**src/hw/cpu_pkg.sv**
```systemverilog
package cpu_pkg;

    //////////////////////////////////////////////////
    // opcodes and basic types
    //////////////////////////////////////////////////

    typedef enum logic [7:0] {
        OP_NOP  = 8'h00,
        OP_ADD  = 8'h01,
        OP_SUB  = 8'h02,
        OP_AND  = 8'h03,
        OP_OR   = 8'h04,
        OP_ADDI = 8'h11,
        OP_LD   = 8'h81,
        OP_ST   = 8'h87,
        OP_BEQ  = 8'h31,
        OP_BNEQ = 8'h33,
        OP_BLTZ = 8'h35,
        OP_BGTZ = 8'h37,
        OP_JMP  = 8'h3D
    } opcode_t;

    typedef logic [3:0]  reg_idx_t;
    typedef logic [31:0] word_t;
    typedef logic [15:0] pc_t;   // byte address

    // one instruction word, two decodes
    typedef union packed {
        struct packed {
            opcode_t     opcode;
            reg_idx_t    rd;
            reg_idx_t    rs;
            reg_idx_t    rt;
            logic [11:0] unused;
        } r_form;
        struct packed {
            opcode_t     opcode;
            reg_idx_t    rd;
            reg_idx_t    rs;
            logic [15:0] imm;
        } i_form;
    } instr_t;

    localparam instr_t NOP_INSTR = '0;
    localparam word_t  HOST_BASE = 32'h0000_9000;   // stores at or above go to the host

    //////////////////////////////////////////////////
    // pipeline records
    //////////////////////////////////////////////////

    typedef struct packed {
        opcode_t alu_op;
        logic    imm_src;        // operand b from imm
        logic    rf_write_en;
        logic    mem_write_en;
        logic    mem_read_en;
        logic    wb_mem_src;     // writeback from load data
        logic    is_branch;
    } ctrl_t;

    typedef struct packed {
        ctrl_t    ctrl;
        word_t    op_a;
        word_t    op_b;
        word_t    st_data;
        word_t    imm;           // sign extended
        reg_idx_t wb_reg;
    } id_ex_t;

    typedef struct packed {
        ctrl_t    ctrl;
        word_t    alu_result;
        word_t    st_data;
        reg_idx_t wb_reg;
    } ex_mem_t;

    typedef struct packed {
        logic     rf_write_en;
        reg_idx_t wb_reg;
        word_t    wb_data;
    } mem_wb_t;

    typedef struct packed {
        logic [7:0] idx;         // instruction word index
        word_t      data;
    } host_load_t;

    typedef struct packed {
        logic [15:0] addr;
        word_t       data;
    } host_wr_t;

    typedef struct packed {
        logic valid;
        pc_t  target;
    } redirect_t;

    // any 0x3x code is branch class
    function automatic logic is_branch_op(logic [7:0] op);
        return op[7:4] == 4'h3;
    endfunction

    // stores take their data from rd
    function automatic reg_idx_t src_b_sel(instr_t instr);
        return (instr.r_form.opcode == OP_ST) ? instr.r_form.rd : instr.r_form.rt;
    endfunction

endpackage

```
**src/hw/cpu_decode.sv**
```systemverilog
`timescale 1ns/10ps

module cpu_decode (
    input  logic             clk,
    input  logic             rst_n,
    input  cpu_pkg::instr_t  if_instr,
    input  logic             rw_stall,
    input  cpu_pkg::mem_wb_t wb,
    output cpu_pkg::id_ex_t  id_ex
);
    import cpu_pkg::*;

    ctrl_t    ctrl;
    reg_idx_t rt_sel;
    word_t    rs_data;
    word_t    rt_data;
    word_t    imm_sext;

    assign rt_sel   = src_b_sel(if_instr);
    assign imm_sext = {{16{if_instr.i_form.imm[15]}}, if_instr.i_form.imm};

    cpu_regfile regfile_i (
        .clk     (clk),
        .rst_n   (rst_n),
        .rs_sel  (if_instr.i_form.rs),
        .rt_sel  (rt_sel),
        .rs_data (rs_data),
        .rt_data (rt_data),
        .wb      (wb)
    );

    //////////////////////////////////////////////////
    // control decode
    //////////////////////////////////////////////////
    always_comb begin
        ctrl = '0;
        case (if_instr.r_form.opcode)
            OP_ADD, OP_SUB, OP_AND, OP_OR: begin
                ctrl.alu_op      = if_instr.r_form.opcode;
                ctrl.rf_write_en = 1'b1;
            end
            OP_ADDI: begin
                ctrl.alu_op      = OP_ADDI;
                ctrl.imm_src     = 1'b1;
                ctrl.rf_write_en = 1'b1;
            end
            OP_LD: begin
                ctrl.alu_op      = OP_LD;
                ctrl.imm_src     = 1'b1;
                ctrl.rf_write_en = 1'b1;
                ctrl.mem_read_en = 1'b1;
                ctrl.wb_mem_src  = 1'b1;
            end
            OP_ST: begin
                ctrl.alu_op       = OP_ST;
                ctrl.imm_src      = 1'b1;
                ctrl.mem_write_en = 1'b1;
            end
            OP_BEQ, OP_BNEQ, OP_BLTZ, OP_BGTZ, OP_JMP:
                ctrl.alu_op = if_instr.r_form.opcode;
            default: ;   // unknown codes stay nop
        endcase
        ctrl.is_branch = is_branch_op(if_instr.r_form.opcode);
    end

    always_ff @(posedge clk or negedge rst_n) begin
        if (!rst_n) begin
            id_ex <= '0;
        end else if (rw_stall) begin
            id_ex <= '0;   // bubble
        end else begin
            id_ex.ctrl    <= ctrl;
            id_ex.op_a    <= rs_data;
            id_ex.op_b    <= ctrl.imm_src ? imm_sext : rt_data;
            id_ex.st_data <= rt_data;
            id_ex.imm     <= imm_sext;
            id_ex.wb_reg  <= if_instr.r_form.rd;
        end
    end

endmodule

```
**src/hw/cpu_regfile.sv**
```systemverilog
`timescale 1ns/10ps

module cpu_regfile (
    input  logic              clk,
    input  logic              rst_n,
    input  cpu_pkg::reg_idx_t rs_sel,
    input  cpu_pkg::reg_idx_t rt_sel,
    output cpu_pkg::word_t    rs_data,
    output cpu_pkg::word_t    rt_data,
    input  cpu_pkg::mem_wb_t  wb
);
    import cpu_pkg::*;

    word_t regs [16];

    // r0 is cleared by reset and never written
    always_ff @(posedge clk or negedge rst_n) begin
        if (!rst_n)
            regs <= '{default: '0};
        else if (wb.rf_write_en && wb.wb_reg != '0)
            regs[wb.wb_reg] <= wb.wb_data;
    end

    assign rs_data = regs[rs_sel];   // combinational read
    assign rt_data = regs[rt_sel];

endmodule

```
**config.mk**
```make
export PLATFORM = sky130hd
export DESIGN_NAME = cpu_decode
export DESIGN_NICKNAME = d
export VERILOG_FILES = /design/src/hw/cpu_pkg.sv /design/src/hw/cpu_decode.sv /design/src/hw/cpu_regfile.sv
export SDC_FILE = /design/constraint.sdc
export NUM_CORES = 1
export LEC_CHECK = 0
export BUFFER_PORTS_ARGS = -buffer_cell sky130_fd_sc_hd__buf_2
export CAP_MARGIN = 20
export CORE_UTILIZATION = 35
export DETAILED_ROUTE_END_ITERATION = 10
export MAX_ROUTING_LAYER = met4
export PLACE_DENSITY = 0.49
export SLEW_MARGIN = 20
export SYNTH_ARGS = -nofsm -noshare
export SYNTH_HDL_FRONTEND = slang
export SYNTH_HIERARCHICAL = 1
export SYNTH_SLANG_ARGS = --single-unit
```
**constraint.sdc**
```tcl
create_clock -name clk -period 3.37 [get_ports clk]
set_input_delay 0.674 -clock clk [delete_from_list [all_inputs] [get_ports clk]]
set_output_delay 0.674 -clock clk [all_outputs]
set_load 0.02 [all_outputs]
```
==> impl_metrics.tcl <==
set metrics [dict create \
    grt.total_usage 0.218 \
    grt_pass1_vias 20624 \
    yosysUniqueCellTypes 41 \
    cp.arrival_ns 3.50 \
    dp_cells 3263 \
    synth_xor_area_frac 0.000283 \
    cts_buffers 76 \
    hp-class "in -> async" \
    regArea_um2 16000 \
    min_period_ns 2.99 \
    p_leak_uw 0.0160 \
    io_pins 218 \
    hpwlAfterDp_mm 55.4 \
    synth_area_per_cell_um2 15.5 \
    synth_area_leaders "dfrtp_1 52%, mux4_2 19%, mux2_2 17%" \
    start_kind "input port" \
    vias 19040 \
    cts_max_path_buffers 3 \
    setup_viol 0 \
    rrSetupSlack_ns 1.48 \
    cts_setup_buffers 0 \
    synth_compound_area_frac 0.0400 \
    globalRouteOverflowTotal 0 \
    drv_cap 0 \
    cts_root_buffer "clkbuf_16" \
    wire_per_inst_um 27.4 \
    yosys_warnings 6 \
    cts.sinks 641 \
    period_share 0.887 \
    yosys.area_share.adder 0 \
    cts.clk_slew.worst_paths_ns 0.06 \
    synth_top_area_frac 0.517 \
    rsz0062_at_grt "false" \
    utilization 0.420 \
    status "finished, final reports clean" \
    power_uw 23300 \
    multiInputGateArea_um2 14000 \
    required_ns 3.88 \
    ant_nets 0 \
    dieWidth_um 300 \
    ys_seq_area_frac 0.517 \
    ys.flop_type "dfrtp_1" \
    die_y_um 300 \
    cp-startpoint "if_instr[27]" \
    synthSimpleGateAreaFrac 0.0369 \
    final_nets 2258 \
    drt_wl_total_mm 93.4 \
    syn_inst 2000 \
    via_per_inst 5.59 \
    clk_latency_ns 0.63 \
    htreeDepth 3 \
    cts_tree "yes" \
    hold_viol 0 \
    synthMuxAreaShare 0.369 \
    fmax_mhz 335 \
    relSlewSlack 0.415 \
    netlist_area_um2 31000 \
    slew_viol_final 0 \
    drt_iter0_drc 1269 \
    antenna_found_initial 7 \
    crit_path_end "id_ex[69]$_DFF_PN0_" \
    synth_edf_count 0 \
    final_cells 3405 \
    ir_drop_v 0.000328 \
    dr.pass1.iters 5 \
    layout-drive-gt1-share 0.555 \
    remaining_drc_errors 0 \
    grt_max_degree 83 \
    nFillCells 7972 \
    r2r_start "regfile_i/regs[425]$_DFFE_PN0P_" \
    synth_nets 2072 \
    area_delta_synth_final_pct 18.4 \
    grt_pass1_wl_mm 141 \
    synth_seq_cells 641 \
    worstMarginPinSlew_ns 0.878 \
    coreArea_um2 87300 \
    numPortBuffers 217 \
    synthArstFlopShare 1.00 \
    clock_skew_ns 0.0292 \
    post_cts_resized 0 \
    crit_type "in -> reg" \
    synth_top_family_by_area "multiplexers" \
    rr_worst_depth 5 \
    power_density_nw_per_um2 635 \
    start_util 0.355 \
    critPathMaxFanout 28 \
    cts_hold_buffers 0 \
    num_rows 108 \
    critPathCaptureType "flip-flop" \
    r2r-end "id_ex[77]$_DFF_PN0_" \
    gp_congestion 0.791 \
    yosys.area.top_type "dfrtp_1" \
    die-area_um2 89800 \
]
[synth_stat cells, drive strengths merged (3+ instances only)]
cell	number
mux4	256
nand2	68
nor3b	3
nor2	15
a21bo	18
nor3	4
a22oi	128
mux2	499
and2	3
nor2b	92
nand2b	5
a21oi	4
nand3	3
or3	3
buf	104
dfrtp	641
nand3b	3
inv	3
clkbuf	130
[flip-flops by register name, indices dropped and copies added (netlist names)]
| register | flops |
|---|---|
| regfile_i/regs | 512 |
| id_ex | 129 |
[cell families (layout without fill, tap and decap cells)]
logic type,after synthesis,count (layout)
buffers and inverters,237,481
AND/OR/NAND/NOR,207,207
multiplexers,755,755
other,1,7
AO/OA/AOI/OAI,158,158
flip-flops,641,641
XOR/XNOR,1,1
[report_power, final]
part	internal [µW]	switching [µW]	total [µW]
clock network	5000	3340	8340
logic	2770	1930	4700
registers	9230	1020	10300
total	17000	6290	23300
[worst min path at each step]
stage / to / slack, ns / cells past startpoint
2_1_floorplan: id_ex[0]$_DFF_PN0_ / 0.38 / 0
3_3_place_gp: regfile_i/regs[482]$_DFFE_PN0P_ / 0.38 / 0
3_5_place_dp: regfile_i/regs[505]$_DFFE_PN0P_ / 0.38 / 0
4_1_cts: regfile_i/regs[173]$_DFFE_PN0P_ / 0.05 / 1
5_1_grt: regfile_i/regs[328]$_DFFE_PN0P_ / 0.08 / 1
6_report: regfile_i/regs[173]$_DFFE_PN0P_ / 0.07 / 1
[cells in the final DEF, fill, tap and decap left out, types with 19 or more instances in the layout]
master and instances:
clkbuf_1 19, buf_2 213, a22oi_1 128, clkbuf_16 77, buf_12 51, dfrtp_1 641
nand2_1 67, mux4_2 256, nor2b_1 88, buf_4 75, mux2_2 468
[metal layers]
metal,global-route usage,routed length [µm]
met2,0.336,44500
met1,0.298,41900
met4,0.0649,2350
met3,0.0346,4670
met5,-,0
[critical path, stage by stage]
cell,delay [ns]
buf_2,0.11
nand2b_1,0.18
nor4_4,0.34
buf_4,0.20
mux2_8,0.51
buf_4,0.26
mux4_2,0.32
a22oi_1,0.20
nand2_1,0.19
nor2b_1,0.20
mux2_2,0.26
[metrics by stage]
step / setup TNS [ns] / cell area, µm² / setup WS, ns / hold WS (ns)
finish: 0 / 36700 / 0.381 / 0.0700
global route: 0 / 36700 / 0.282 / 0.0804
CTS: 0 / 36700 / 0.418 / 0.0531
detailed placement: -3.70 / 34200 / -0.258 / 0.384
global placement: -2.27 / 34200 / -0.242 / 0.377
floorplan: 0 / 31000 / 0.208 / 0.378
[cell type report]
type,count,area share
inverters,3,0.000307
multi-input cells,1122,0.381
flip-flops and latches,641,0.437
diodes,6,0.000409
repair buffers,342,0.0733
clock buffers,111,0.0601
well taps,1155,0.0394
clock inverters,25,0.00863
Power figures use the tool's default switching activity.
