**config.mk**
```make
export PLATFORM = sky130hd
export DESIGN_NAME = cpu_execute
export DESIGN_NICKNAME = d
export VERILOG_FILES = /design/src/hw/cpu_pkg.sv /design/src/hw/cpu_execute.sv
export SDC_FILE = /design/constraint.sdc
export NUM_CORES = 1
export LEC_CHECK = 0
export ABC_CLOCK_PERIOD_IN_PS = 2300
export BUFFER_PORTS_ARGS = -buffer_cell sky130_fd_sc_hd__buf_4
export CORE_MARGIN = 5
export CORE_UTILIZATION = 48
export CTS_BUF_LIST = sky130_fd_sc_hd__clkbuf_16
export DETAILED_ROUTE_END_ITERATION = 6
export PLACE_DENSITY = 0.81
export SLEW_MARGIN = 20
export SYNTH_ARGS = -nofsm -noshare
export SYNTH_HDL_FRONTEND = slang
export SYNTH_SLANG_ARGS = --single-unit
```
**constraint.sdc**
```tcl
create_clock -name clk -period 2.3 [get_ports clk]
set_input_delay 0.69 -clock clk [delete_from_list [all_inputs] [get_ports clk]]
set_output_delay 0.69 -clock clk [all_outputs]
set_load 0.01 [all_outputs]
```
**src/hw/cpu_pkg.sv**
```systemverilog
package cpu_pkg;

    //////////////////////////////////////////////////
    // opcodes and basic types
    //////////////////////////////////////////////////

    typedef enum logic [7:0] {
        OP_NOP  = 8'h00,
        OP_ADD  = 8'h01,
        OP_SUB  = 8'h02,
        OP_AND  = 8'h03,
        OP_OR   = 8'h04,
        OP_ADDI = 8'h11,
        OP_LD   = 8'h81,
        OP_ST   = 8'h87,
        OP_BEQ  = 8'h31,
        OP_BNEQ = 8'h33,
        OP_BLTZ = 8'h35,
        OP_BGTZ = 8'h37,
        OP_JMP  = 8'h3D
    } opcode_t;

    typedef logic [3:0]  reg_idx_t;
    typedef logic [31:0] word_t;
    typedef logic [15:0] pc_t;   // byte address

    // one instruction word, two decodes
    typedef union packed {
        struct packed {
            opcode_t     opcode;
            reg_idx_t    rd;
            reg_idx_t    rs;
            reg_idx_t    rt;
            logic [11:0] unused;
        } r_form;
        struct packed {
            opcode_t     opcode;
            reg_idx_t    rd;
            reg_idx_t    rs;
            logic [15:0] imm;
        } i_form;
    } instr_t;

    localparam instr_t NOP_INSTR = '0;
    localparam word_t  HOST_BASE = 32'h0000_9000;   // stores at or above go to the host

    //////////////////////////////////////////////////
    // pipeline records
    //////////////////////////////////////////////////

    typedef struct packed {
        opcode_t alu_op;
        logic    imm_src;        // operand b from imm
        logic    rf_write_en;
        logic    mem_write_en;
        logic    mem_read_en;
        logic    wb_mem_src;     // writeback from load data
        logic    is_branch;
    } ctrl_t;

    typedef struct packed {
        ctrl_t    ctrl;
        word_t    op_a;
        word_t    op_b;
        word_t    st_data;
        word_t    imm;           // sign extended
        reg_idx_t wb_reg;
    } id_ex_t;

    typedef struct packed {
        ctrl_t    ctrl;
        word_t    alu_result;
        word_t    st_data;
        reg_idx_t wb_reg;
    } ex_mem_t;

    typedef struct packed {
        logic     rf_write_en;
        reg_idx_t wb_reg;
        word_t    wb_data;
    } mem_wb_t;

    typedef struct packed {
        logic [7:0] idx;         // instruction word index
        word_t      data;
    } host_load_t;

    typedef struct packed {
        logic [15:0] addr;
        word_t       data;
    } host_wr_t;

    typedef struct packed {
        logic valid;
        pc_t  target;
    } redirect_t;

    // any 0x3x code is branch class
    function automatic logic is_branch_op(logic [7:0] op);
        return op[7:4] == 4'h3;
    endfunction

    // stores take their data from rd
    function automatic reg_idx_t src_b_sel(instr_t instr);
        return (instr.r_form.opcode == OP_ST) ? instr.r_form.rd : instr.r_form.rt;
    endfunction

endpackage

```
**src/hw/cpu_execute.sv**
```systemverilog
`timescale 1ns/10ps

module cpu_execute (
    input  logic               clk,
    input  logic               rst_n,
    input  cpu_pkg::id_ex_t    id_ex,
    output cpu_pkg::ex_mem_t   ex_mem,
    output cpu_pkg::redirect_t redirect
);
    import cpu_pkg::*;

    word_t alu_y;
    logic  z_flag;
    logic  n_flag;
    logic  flag_en;
    logic  taken;

    //////////////////////////////////////////////////
    // ALU
    //////////////////////////////////////////////////
    always_comb begin
        case (id_ex.ctrl.alu_op)
            OP_ADD, OP_ADDI, OP_LD, OP_ST: alu_y = id_ex.op_a + id_ex.op_b;
            OP_SUB:  alu_y = id_ex.op_a - id_ex.op_b;
            OP_AND:  alu_y = id_ex.op_a & id_ex.op_b;
            OP_OR:   alu_y = id_ex.op_a | id_ex.op_b;
            default: alu_y = '0;
        endcase
    end

    // loads leave the flags alone
    assign flag_en = id_ex.ctrl.rf_write_en & ~id_ex.ctrl.mem_read_en;

    always_ff @(posedge clk or negedge rst_n) begin
        if (!rst_n) begin
            z_flag <= 1'b0;
            n_flag <= 1'b0;
        end else if (flag_en) begin
            z_flag <= (alu_y == '0);
            n_flag <= alu_y[31];
        end
    end

    always_comb begin
        taken = 1'b0;
        if (id_ex.ctrl.is_branch) begin
            case (id_ex.ctrl.alu_op)
                OP_BEQ:  taken = z_flag;
                OP_BNEQ: taken = ~z_flag;
                OP_BLTZ: taken = n_flag & ~z_flag;
                OP_BGTZ: taken = ~n_flag & ~z_flag;
                OP_JMP:  taken = 1'b1;
                default: taken = 1'b0;
            endcase
        end
    end

    assign redirect.valid  = taken;
    assign redirect.target = id_ex.imm[15:0];   // imm is a byte address

    always_ff @(posedge clk or negedge rst_n) begin
        if (!rst_n) begin
            ex_mem <= '0;
        end else begin
            ex_mem.ctrl       <= id_ex.ctrl;
            ex_mem.alu_result <= alu_y;
            ex_mem.st_data    <= id_ex.st_data;
            ex_mem.wb_reg     <= id_ex.wb_reg;
        end
    end

endmodule

```
==> metrics.md <==
| Metric | Value |
|---|---|
| Status | `finished, violations left` |
| Violated checks | `setup timing` |
| Synth Flop Type | `dfrtp_1` |
| Crit path kind | `input pin to register` |
| Die Ht | `approximately 120 um` |
| IO Pins | `between 200 and 250` |
| Antenna diode count | `0` |
| GRT Total Usage | `roughly 37%` |
| Die width | `approximately 120 um` |
| Routed wire per std cell | `approximately 24 um` |
| Buffers on Ports | `between 150 and 200` |
| Crit share post-route | `214.7%` |
| Final WS setup | `-2.639 ns` |
| Pins over their slew limit | `0` |
| GRT overflow | `0` |
| Required @ worst endpoint | `around 2.5 ns` |
| Worst Hold Class | `input pin to asynchronous set/reset pin` |
| Delay of the slowest critical-path stage | `about 0.4 ns` |
| Syn Nets | `around 800` |
| Cell total after placement | `around 1100` |
| Post-CTS Hold Buffers | `0` |
| Hpwl dp | `18100 um` |
| DR iter-0 viols | `~730` |
| First-pass GRT wire length | `around 38000 um` |
| Setup Skew | `0 ns` |
| Post-synth EDFFs | `0` |
| Worst setup path start | `id_ex[72]` |
| Critical path startpoint category | `input pin` |
| Final setup fails | `34` |
| Antenna violations before repair | `0` |
| Nets | `around 1200` |
| Worst EP arrival | `about 5.2 ns` |
| RePlAce Congestion | `around 0.99` |
| Synthesized cell area | `~5500 um2` |
| Setup TNS | `-42.69 ns` |
| Router iterations before antenna repair | `5` |
| # DRC | `0` |
| Synth-to-layout area growth | `79.68%` |
| Final hold viol count | `0` |
| CP cell instances | `buf_4 -> nor4_4 -> nand2_1 -> or3_4 -> or3_4 -> or2_4 -> o21ai_2 -> xor2_1 -> ha_1 -> buf_6 -> a21oi_2 -> o21bai_1 -> a21o_1 -> a21oi_2 -> o21ai_2 -> buf_4 -> buf_6 -> a21o_1 -> a21oi_2 -> xor2_1 -> o21ai_1 -> o31ai_2` |
| H-tree depth reported by CTS | `3` |
| Clk sinks | `84` |
| Initial Util | `~48%` |
| Pleak | `roughly 5 nW` |
| Post-synthesis async set-or-reset flop share | `between 90% and 100%` |
| R2R depth | `2` |
| Syn_area_per_cell | `between 9 and 10 um2` |
| Most frequent CP cell | `a21oi_2` |
| Clock root cell | `clkbuf_16` |
| ANT nets after route | `0` |
| Via count | `between 6000 and 7000` |
| FF-to-FF setup slack | `about 1.5 ns` |
| CTS tree | `done` |
| Yosys cell types | `65` |
| CP max FO | `5` |
| Std cell rows | `39` |
| Reg2reg start | `z_flag` |
| Synth Instances | `roughly 600` |
| Register area share after synthesis | `about two fifths` |
| Post-layout util | `a little under 90%` |
| Final cell count without fillers | `~1200` |
| Layout cells sized above 1 | `a little under three fifths` |
| Clock transition at path regs | `about 0.060 ns` |
| Worst-Margin Slew | `0.5958 ns` |
| Max_cap viols | `0` |
| CP Capture Type | `register` |
| RSZ-0062 raised after global routing | `true` |
| Syn. warnings | `0` |
| Die area | `between 10000 and 15000 um2` |
| Critical-path top delay cell | `or3_4` |
| CORE AREA | `approximately 11000 um2` |
| P per Cell Area | `just under 500 nW/um2` |
| Largest net degree at the start of global routing | `a little under 60` |
| Fillers | `about 560` |
| Drt total wl | `27640 um` |
| Min Clock Period, post-route | `between 4 and 5 ns` |
| Clock tree buffer depth | `2` |
| Yosys reg bits | `84` |
| FF-to-FF End | `z_flag` |
| Max Freq | `roughly 0.20 GHz` |
| Vias in the first global route | `approximately 7100` |
| Worst-Skew Late Latency | `between 0.3 and 0.4 ns` |
| Vias per inst | `6.028` |
| Number of CTS-inserted buffers | `9` |
| Max IR drop VDD | `approximately 0.75 mV` |
| Slew HR | `between 60% and 70%` |
cell usage after synthesis (4+ instances only):
| cell | instances | area, um2 |
|---|---|---|
| nand4_1 | 8 | 50.05 |
| o31ai_1 | 7 | 52.55 |
| buf_4 | 17 | 127.6 |
| nor2b_1 | 5 | 31.28 |
| nor2_1 | 24 | 90.09 |
| o21ai_1 | 6 | 30.03 |
| nand2_1 | 85 | 319.1 |
| and2_1 | 4 | 25.02 |
| a21o_1 | 19 | 142.6 |
| xnor2_1 | 23 | 201.4 |
| inv_1 | 11 | 41.29 |
| a31oi_1 | 4 | 25.02 |
| a221o_1 | 4 | 40.04 |
| mux2i_1 | 4 | 40.04 |
| nor3_1 | 12 | 60.06 |
| o21a_1 | 4 | 30.03 |
| o21bai_1 | 6 | 45.04 |
| a21oi_1 | 32 | 160.2 |
| clkbuf_1 | 13 | 48.80 |
| o21ai_0 | 39 | 195.2 |
| or3_1 | 6 | 37.54 |
| a221oi_1 | 4 | 35.03 |
| a22oi_1 | 21 | 157.7 |
| nand3_1 | 11 | 55.05 |
| a22o_1 | 4 | 35.03 |
| ha_1 | 34 | 425.4 |
| nor4_1 | 4 | 25.02 |
| or4_1 | 5 | 37.54 |
| buf_2 | 4 | 20.02 |
| xor2_1 | 33 | 289.0 |
| a211o_1 | 4 | 35.03 |
| dfrtp_1 | 84 | 2102 |
| and3_1 | 5 | 31.28 |
sequential cells by signal, summed over array words and instances (netlist names):
name and flops:
z_flag 1, ex_mem 82, n_flag 1
power by group:
part	internal (W)	switching, W	leakage (nW)	total, W
sequential	0.00154	0.0000353	1.05	0.00157
clock	0.000848	0.000659	0.150	0.00151
combinational	0.000878	0.000826	3.91	0.00170
total	0.00326	0.00152	5.11	0.00478
how the worst max path moves through the flow:
stage,end,slack (ns),cells past startpoint
floorplan,z_flag,-2.39,17
global placement,z_flag,-2.93,19
detailed placement,z_flag,-3.03,19
CTS,z_flag,-2.46,18
global route,z_flag,-2.76,22
finish,z_flag,-2.64,22
per-layer routing:
| layer | routed length, um | global-route usage (%) |
|---|---|---|
| met5 | 0 | 0 |
| met4 | 1948 | 22.17 |
| met3 | 2658 | 5.039 |
| met2 | 13160 | 62.95 |
| met1 | 9874 | 43.71 |
cell families after synthesis:
family                     count (synthesis)  synth area share [%]
adders and majority gates                 35                 8.139
muxes                                      5                0.9374
AOI/OAI and AO/OA                        178                 21.97
buffers and inverters                     48                 4.687
xor gates and xnor gates                  57                 9.259
and+or+nand+nor                          187                 16.60
DFF                                       84                 38.41
per-stage QoR:
step | setup slack [ns] | total power (W) | hold slack [ns] | cell area [um2]
floorplan | -2.393 | 0.002176 | 0.3944 | 5714
global placement | -2.933 | 0.002911 | 0.5311 | 8745
detailed placement | -3.026 | 0.002947 | 0.5394 | 8745
CTS | -2.463 | 0.004579 | 0.2793 | 9644
global route | -2.755 | 0.004908 | 0.3069 | 9833
finish | -2.639 | 0.004782 | 0.2759 | 9833
cell type report:
type	count	area (um2)	area share, %
clock buffer	9	225.2	2.290
multi-input combinational	462	3769	38.33
sequential	84	2102	21.38
timing repair buffer	437	3442	35.00
inverter	11	41.29	0.4199
tap	143	178.9	1.820
clock inverter	7	75.07	0.7635
layout by cell type, fill, tap and decap left out, types with 17 or more instances in the layout:
| cell type | count |
|---|---|
| buf_4 | 407 |
| dfrtp_1 | 84 |
| nand2_1 | 79 |
| ha_1 | 31 |
| xor2_1 | 29 |
| a22oi_1 | 21 |
| buf_6 | 21 |
| o21ai_2 | 20 |
| a21o_1 | 19 |
| nor2_1 | 18 |
| xnor2_1 | 18 |
| a21oi_2 | 17 |
repair_timing:
item / 4_1_cts / 5_1_grt
buffers inserted: 24 / 18
endpoints found under the hold margin: 0 / 0
endpoints found under the setup margin: 34 / 34
resized for setup: 99 / 31
pin swaps: 39 / 38
worst max-delay path: cells and delay by family:
family | cells | cell delay, ns
xor+xnor | 2 | 0.44
compound gates | 10 | 1.65
simple gates | 5 | 1.56
buf+inv | 4 | 0.53
fa+ha+maj | 1 | 0.29
Note: power is estimated with default switching activity, not from simulation.
