**src/hw/cpu_pkg.sv**
```systemverilog
package cpu_pkg;

    //////////////////////////////////////////////////
    // opcodes and basic types
    //////////////////////////////////////////////////

    typedef enum logic [7:0] {
        OP_NOP  = 8'h00,
        OP_ADD  = 8'h01,
        OP_SUB  = 8'h02,
        OP_AND  = 8'h03,
        OP_OR   = 8'h04,
        OP_ADDI = 8'h11,
        OP_LD   = 8'h81,
        OP_ST   = 8'h87,
        OP_BEQ  = 8'h31,
        OP_BNEQ = 8'h33,
        OP_BLTZ = 8'h35,
        OP_BGTZ = 8'h37,
        OP_JMP  = 8'h3D
    } opcode_t;

    typedef logic [3:0]  reg_idx_t;
    typedef logic [31:0] word_t;
    typedef logic [15:0] pc_t;   // byte address

    // one instruction word, two decodes
    typedef union packed {
        struct packed {
            opcode_t     opcode;
            reg_idx_t    rd;
            reg_idx_t    rs;
            reg_idx_t    rt;
            logic [11:0] unused;
        } r_form;
        struct packed {
            opcode_t     opcode;
            reg_idx_t    rd;
            reg_idx_t    rs;
            logic [15:0] imm;
        } i_form;
    } instr_t;

    localparam instr_t NOP_INSTR = '0;
    localparam word_t  HOST_BASE = 32'h0000_9000;   // stores at or above go to the host

    //////////////////////////////////////////////////
    // pipeline records
    //////////////////////////////////////////////////

    typedef struct packed {
        opcode_t alu_op;
        logic    imm_src;        // operand b from imm
        logic    rf_write_en;
        logic    mem_write_en;
        logic    mem_read_en;
        logic    wb_mem_src;     // writeback from load data
        logic    is_branch;
    } ctrl_t;

    typedef struct packed {
        ctrl_t    ctrl;
        word_t    op_a;
        word_t    op_b;
        word_t    st_data;
        word_t    imm;           // sign extended
        reg_idx_t wb_reg;
    } id_ex_t;

    typedef struct packed {
        ctrl_t    ctrl;
        word_t    alu_result;
        word_t    st_data;
        reg_idx_t wb_reg;
    } ex_mem_t;

    typedef struct packed {
        logic     rf_write_en;
        reg_idx_t wb_reg;
        word_t    wb_data;
    } mem_wb_t;

    typedef struct packed {
        logic [7:0] idx;         // instruction word index
        word_t      data;
    } host_load_t;

    typedef struct packed {
        logic [15:0] addr;
        word_t       data;
    } host_wr_t;

    typedef struct packed {
        logic valid;
        pc_t  target;
    } redirect_t;

    // any 0x3x code is branch class
    function automatic logic is_branch_op(logic [7:0] op);
        return op[7:4] == 4'h3;
    endfunction

    // stores take their data from rd
    function automatic reg_idx_t src_b_sel(instr_t instr);
        return (instr.r_form.opcode == OP_ST) ? instr.r_form.rd : instr.r_form.rt;
    endfunction

endpackage

```
**src/hw/cpu_hazard.sv**
```systemverilog
`timescale 1ns/10ps

module cpu_hazard (
    input  cpu_pkg::instr_t  if_instr,
    input  cpu_pkg::id_ex_t  id_ex,
    input  cpu_pkg::ex_mem_t ex_mem,
    input  cpu_pkg::mem_wb_t mem_wb,
    output logic             rw_stall,
    output logic             jb_stall
);
    import cpu_pkg::*;

    logic use_rs;
    logic use_rt;

    // a later stage still owes a write to r
    function automatic logic pending(reg_idx_t r);
        return (r != '0) &&
               ((id_ex.ctrl.rf_write_en  && id_ex.wb_reg  == r) ||
                (ex_mem.ctrl.rf_write_en && ex_mem.wb_reg == r) ||
                (mem_wb.rf_write_en      && mem_wb.wb_reg == r));
    endfunction

    always_comb begin
        use_rs = 1'b0;
        use_rt = 1'b0;
        case (if_instr.r_form.opcode)
            OP_ADD, OP_SUB, OP_AND, OP_OR, OP_ST: begin
                use_rs = 1'b1;
                use_rt = 1'b1;   // rt, or rd for stores
            end
            OP_ADDI, OP_LD: use_rs = 1'b1;
            default: ;
        endcase
        rw_stall = (use_rs && pending(if_instr.r_form.rs)) ||
                   (use_rt && pending(src_b_sel(if_instr)));
    end

    assign jb_stall = is_branch_op(if_instr.r_form.opcode) | id_ex.ctrl.is_branch;

endmodule

```
**config.mk**
```make
export PLATFORM = sky130hd
export DESIGN_NAME = cpu_hazard
export DESIGN_NICKNAME = d
export VERILOG_FILES = /design/src/hw/cpu_pkg.sv /design/src/hw/cpu_hazard.sv
export SDC_FILE = /design/constraint.sdc
export NUM_CORES = 1
export LEC_CHECK = 0
export ABC_AREA = 1
export BUFFER_PORTS_ARGS = -buffer_cell sky130_fd_sc_hd__buf_2
export CAP_MARGIN = 20
export CORE_AREA = 2 2 116 118
export DETAILED_ROUTE_END_ITERATION = 8
export DIE_AREA = 0 0 118 120
export PLACE_DENSITY = 0.46
export SLEW_MARGIN = 20
export SYNTH_ARGS = -nofsm -noshare
export SYNTH_HDL_FRONTEND = slang
export SYNTH_SLANG_ARGS = --single-unit
```
**constraint.sdc**
```tcl
create_clock -name vclk -period 2.2
set_input_delay 0 -clock vclk [all_inputs]
set_output_delay 0 -clock vclk [all_outputs]
set_load 0.05 [all_outputs]
```
==> results of run 1 <==
## placed cells by master (no fill, tap or decap)
master and n:
nor4_1 1, nand2_2 3, nor2_4 2, a221oi_1 2, a41oi_1 1, nand3_2 1, buf_2 38, nand3b_1 1
a31o_2 1, or2_2 1, xor2_1 2, nand2_1 33, nor2_1 13, inv_1 26, o21ai_0 4, nor3_1 2
a21oi_1 3, o211ai_1 1, nand3_1 27, o22ai_1 3, o2111ai_1 1, xnor2_1 2, nand2_4 2
## power groups by stage
stage | combinational (mW) | sequential, mW | clock (mW)
finish | 0.141 | 0 | 0
global placement | 0.143 | 0 | 0
CTS | 0.143 | 0 | 0
detailed placement | 0.142 | 0 | 0
floorplan | 0.0777 | 0 | 0
global route | 0.162 | 0 | 0
## cell usage after synthesis (2+ instances only)
| library cell | n | area [µm²] |
|---|---|---|
| o22ai_1 | 3 | 18.8 |
| a21oi_1 | 3 | 15.0 |
| xnor2_1 | 2 | 17.5 |
| nand2_4 | 2 | 22.5 |
| nor3_1 | 2 | 10.0 |
| nand3_1 | 27 | 135 |
| o21ai_0 | 4 | 20.0 |
| inv_1 | 26 | 97.6 |
| nand2_2 | 3 | 18.8 |
| nand2_1 | 33 | 124 |
| a221oi_1 | 2 | 17.5 |
| xor2_1 | 2 | 17.5 |
| nor2_4 | 2 | 22.5 |
| nor2_1 | 13 | 48.8 |
## cells by family (layout without fill, tap and decap cells)
| logic type | after synthesis | in the layout | share of synthesized area |
|---|---|---|---|
| AND/OR/NAND/NOR | 86 | 86 | 0.634 |
| buffers and inverters | 26 | 64 | 0.150 |
| AO/OA/AOI/OAI | 16 | 16 | 0.162 |
| XOR/XNOR | 4 | 4 | 0.0540 |
## final cells by class
type                       count  area (µm²)  area share
timing repair buffer          38         190       0.179
inverter                      26        97.6      0.0921
tap                          176         220       0.208
multi-input combinational    106         552       0.521
## per-layer routing
layer / global-route usage / routed length [µm] / up-vias
li1: - / - / 513
met1: 0.0539 / 1380 / 402
met2: 0.0701 / 1290 / 36
met3: 0.00380 / 198 / 0
met4: 0 / 0 / 0
met5: 0 / 0 / -
## how the worst max path moves through the flow
stage | from | to | slack, ns
floorplan | if_instr[28] | rw_stall | 0.96
global placement | if_instr[28] | rw_stall | 0.65
detailed placement | if_instr[28] | rw_stall | 0.65
CTS | if_instr[28] | rw_stall | 0.64
global route | if_instr[28] | rw_stall | 0.44
finish | if_instr[30] | rw_stall | 0.66
## critical path: stages
cell and delay (ns):
buf_2 0.12, inv_1 0.05, nand2_1 0.07, nor2_4 0.24, nand2_4 0.14, nand2_2 0.09
nand2_2 0.10, nand2_1 0.07, nand2_1 0.05, nor2_1 0.08, nand3_1 0.08, nand3_1 0.07
nand2_1 0.06, nand2_1 0.06, buf_2 0.26
## metrics by stage
| step | setup slack (ns) | util | cell area (µm²) | std cells | hold slack, ns |
|---|---|---|---|---|---|
| after CTS | 0.644 | 0.0816 | 1060 | 346 | 0.484 |
| after detailed placement | 0.649 | 0.0816 | 1060 | 346 | 0.482 |
| after global routing | 0.442 | 0.0816 | 1060 | 346 | 0.504 |
| after floorplan | 0.956 | - | 649 | 132 | 0.253 |
| final | 0.661 | 0.0816 | 1060 | 346 | 0.479 |
| after global placement | 0.652 | 0.0816 | 1060 | 346 | 0.484 |
==> metrics.md, run 1 <==
| Metric | Value |
|---|---|
| Run status | completed |
| Net count after synthesis | 429 |
| Number of clock-tree buffers in the layout | 0 |
| Post-CTS Setup Bufs | 0 |
| Hold worst-path end | jb_stall |
| Yosys warnings | 0 |
| Core area | 13000 µm² |
| Critical Path End Type | primary output |
| Yosys cell types | 22 |
| Part of the total power dissipated in combinational logic | 1.000 |
| Antenna cell count | 0 |
| Initial cell density of the core | 0.0500 |
| # fillers | 1581 |
| Chip height | 120 µm |
| Tmin final | 1.54 ns |
| Row count | 42 |
| Global-route wire length before repair | 4600 µm |
| Fraction of the cycle the final worst path needs | 0.700 |
| Average cell area after synthesis | 4.92 µm² |
| Timing-limited maximum frequency | 650 MHz |
| Fin. max-slew vios | 0 |
| RSZ-0062 raised after global routing | false |
| Detailed-router iteration count before antenna repair | 4 |
| Iteration-0 DRC Markers | 27 |
| Vias in the first global route | 891 |
| Fraction of power spent switching nets | 0.587 |
| Type of origin of the critical path | primary input |
| Routed via count divided by cell count | 2.75 |
| Synthesized netlist cell count | 132 |
| Routed wire length | 2870 µm |
| # setup viols final | 0 |
| Launch instance of the worst min-delay path | if_instr[28] |
| Power Internal | 58.0 µW |
| Via count | 951 |
| Total area of sequential cells | 0 µm² |
| Maximum number of pins on one net before global-route repair | 9 |
| Final antenna-violating net count | 0 |
| Layout area overhead | 63.2% |
| Worst Hold Path Cells | 3 |
| Final setup TNS | 0 ns |
| Wire length per cell | 8.29 µm |
| Port-buffer cells | 38 |
| Die area | 14200 µm² |
| Number of flip-flops and latches | 0 |
| Estimated wirelength of the detail-placed design | 2630 µm |
| Worst ir drop on vdd | 0.0602 mV |
| Max-slew headroom at the worst pin | 0.829 |
| Number of max-cap violations | 0 |
| Drt drc | 0 |
| Sequential cell fraction of total power | 0 |
| Count of final hold-check violations | 0 |
| Net Switching | 82.6 µW |
| Number of primary I/O pins | 299 |
| Worst Hold Class | primary input to primary output |
| Data arrival at the endpoint of the critical path | 1.54 ns |
| Start-to-end type of the worst setup path | primary input to primary output |
| Cell Area, Synth | 649 µm² |
| Routability-driven placement congestion ratio | 0.777 |
| Number of gates given a new drive strength after cts | 0 |
| Power, Total | 141 µW |
| Maximum fanout along the worst path | 8 |
| Layout cells sized above 1 | 0.282 |
| Pwr per Cell Area | 133 nW/µm² |
| LEAKAGE | 0.543 nW |
| Sequential-to-total area share from yosys stat | 0 |
| GRT Total Usage | 0.0391 |
| Leftover overflow at the end of global routing | 0 |
| Share of total power in the clock network | 0 |
| Antenna violations before repair | 0 |
| Die width | 118 µm |
| Slew @ Worst Pin | 0.258 ns |
| Endpoint required time on the critical path | 2.20 ns |
| Nets | 469 |
| CTS Hold Bufs | 0 |
Note: power is estimated with default switching activity, not from simulation.
==> run 2, diff against run 1 <==
==> constraint.sdc (replaced) <==
create_clock -name vclk -period 1.45
set_input_delay 0 -clock vclk [all_inputs]
set_output_delay 0 -clock vclk [all_outputs]
set_load 0.05 [all_outputs]
==> run 2 against run 1 <==
Effect of this change:
- highest routed layer is now met5
- utilization up 1.8 points
- combinational power up 88%
- power is 89% higher
==> metrics.md, run 2 (synthesis results as in run 1) <==
| Metric | Value |
|---|---|
| Run status | completed |
| Die area | 14200 µm² |
| Slew @ Worst Pin | 0.259 ns |
| Final antenna-violating net count | 0 |
| Multi-input logic area | 597 µm² |
| Number of max-cap violations | 0 |
| RSZ-0062 raised after global routing | true |
| Power, Total | 265 µW |
| Leftover overflow at the end of global routing | 0 |
| Worst Hold Class | primary input to primary output |
| Row count | 42 |
| Number of primary I/O pins | 299 |
| Number of clock-tree buffers in the layout | 0 |
| LEAKAGE | 0.652 nW |
| Wire length per cell | 8.56 µm |
| Fin. max-slew vios | 0 |
| # fillers | 1552 |
| Vias in the first global route | 1041 |
| Routed wire length | 3130 µm |
| Iteration-0 DRC Markers | 23 |
| Master of the slowest instance on the critical path | nor2_4 |
| Commonest non-fill, non-tap cell in the layout | buf_2 |
| Highest cell delay on the worst timing path | 0.24 ns |
| Layout area overhead | 98.5% |
| Drt drc | 0 |
| Antenna violations before repair | 1 |
| Data arrival at the endpoint of the critical path | 1.44 ns |
| Buffering stage count on the worst path with inverters included | 3 |
| Layout cells sized above 1 | 0.418 |
| Fraction of power spent switching nets | 0.529 |
| Core area | 13000 µm² |
| Detailed-routed wire length on met2 | 1490 µm |
| Chain of cells forming the critical path | buf_6, inv_2, nand2_2, nor2_4, nand2_4, nand2_4, nand2_4, nand2_2, nand2_1, nor2_1, nand3_1, nand3_1, nand2_1, nand2_1, buf_6 |
| Commonest cells after routing, fill and taps aside | buf_2 (33), nand2_1 (27), nand3_1 (25), inv_1 (22), buf_4 (17) |
| Initial cell density of the core | 0.0500 |
| Global-route wire length before repair | 5070 µm |
| Net Switching | 140 µW |
| Max-slew headroom at the worst pin | 0.827 |
| Nets | 488 |
| Top Layer Used | met5 |
| Die width | 118 µm |
| Part of the total power dissipated in combinational logic | 1.000 |
| GRT Total Usage | 0.0426 |
| Final Hold Slack | 0.447 ns |
| Power Internal | 125 µW |
| Final setup TNS | 0 ns |
| Dpl cells | 357 |
| Estimated wirelength of the detail-placed design | 2770 µm |
| Endpoint required time on the critical path | 1.45 ns |
| Sequential cell fraction of total power | 0 |
| Fraction of the cycle the final worst path needs | 0.994 |
| Port-buffer cells | 38 |
| Chip height | 120 µm |
| Number of flip-flops and latches | 0 |
| Routed via count divided by cell count | 2.86 |
| Detailed-router iteration count before antenna repair | 4 |
| Timing-limited maximum frequency | 693 MHz |
| Met3 wire len | 225 µm |
| Via count | 1045 |
| Largest delay share family, worst path | simple AND/OR/NAND/NOR gates |
| CTS Hold Bufs | 0 |
| Share of total power in the clock network | 0 |
| Tmin final | 1.44 ns |
| Worst ir drop on vdd | 0.106 mV |
| Critical Path End Type | primary output |
| Sum of routed wire segments on met1 | 1370 µm |
| Maximum fanout along the worst path | 8 |
| Type of origin of the critical path | primary input |
| Maximum number of pins on one net before global-route repair | 9 |
| Count of final hold-check violations | 0 |
| Pwr per Cell Area | 206 nW/µm² |
| Number of cells in the finished layout apart from fillers | 365 |
| Total area of sequential cells | 0 µm² |
| Start-to-end type of the worst setup path | primary input to primary output |
| Routability-driven placement congestion ratio | 0.778 |
| Antenna cell count | 0 |
| # setup viols final | 0 |
-- run 2: changes by cell type in the layout (fill, tap and decap cells not counted), sizes merged --
cell,change
buf,+19
-- run 2: routing by layer --
layer,up-vias,global-route usage
li1,549,-
met1,451,0.0533
met2,39,0.0781
met3,4,0.00903
met4,2,0.00301
met5,-,0
-- run 2: cell type report --
cell class,instances,area share
well taps,176,0.171
inverters,26,0.0777
repair buffers,57,0.288
multi-input cells,106,0.463
-- run 2: worst paths after layout --
| kind | from | endpoint | slack, ns | depth (start not counted) |
|---|---|---|---|---|
| max | if_instr[30] | rw_stall | 0.008 | 15 |
| min | id_ex[132] | jb_stall | 0.45 | 3 |
-- run 2: stage by stage --
stage | cell area (µm²) | setup WS, ns | utilization
6_report | 1290 | 0.00801 | 0.0993
5_1_grt | 1290 | -0.161 | 0.0993
4_1_cts | 1160 | 0.00205 | 0.0893
3_5_place_dp | 1140 | -0.0714 | 0.0880
3_3_place_gp | 1140 | -0.0847 | 0.0880
2_1_floorplan | 649 | 0.206 | -
-- run 2: power groups by stage --
stage          combinational (mW)  sequential, mW  clock (mW)
2_1_floorplan               0.118               0           0
6_report                    0.265               0           0
4_1_cts                     0.238               0           0
5_1_grt                     0.300               0           0
3_5_place_dp                0.235               0           0
3_3_place_gp                0.238               0           0
-- run 2: repair_timing --
item / CTS / global route
setup endpoints to repair: 1 / 1
pin swaps: 2 / 13
gates resized for setup: 3 / 22
cloned: 0 / 0
buffers inserted: 1 / 7
-- run 2: tightest hold or removal path, cell delays in order --
cell	delay, ns
buf_2	0.10
a31o_2	0.10
buf_2	0.25
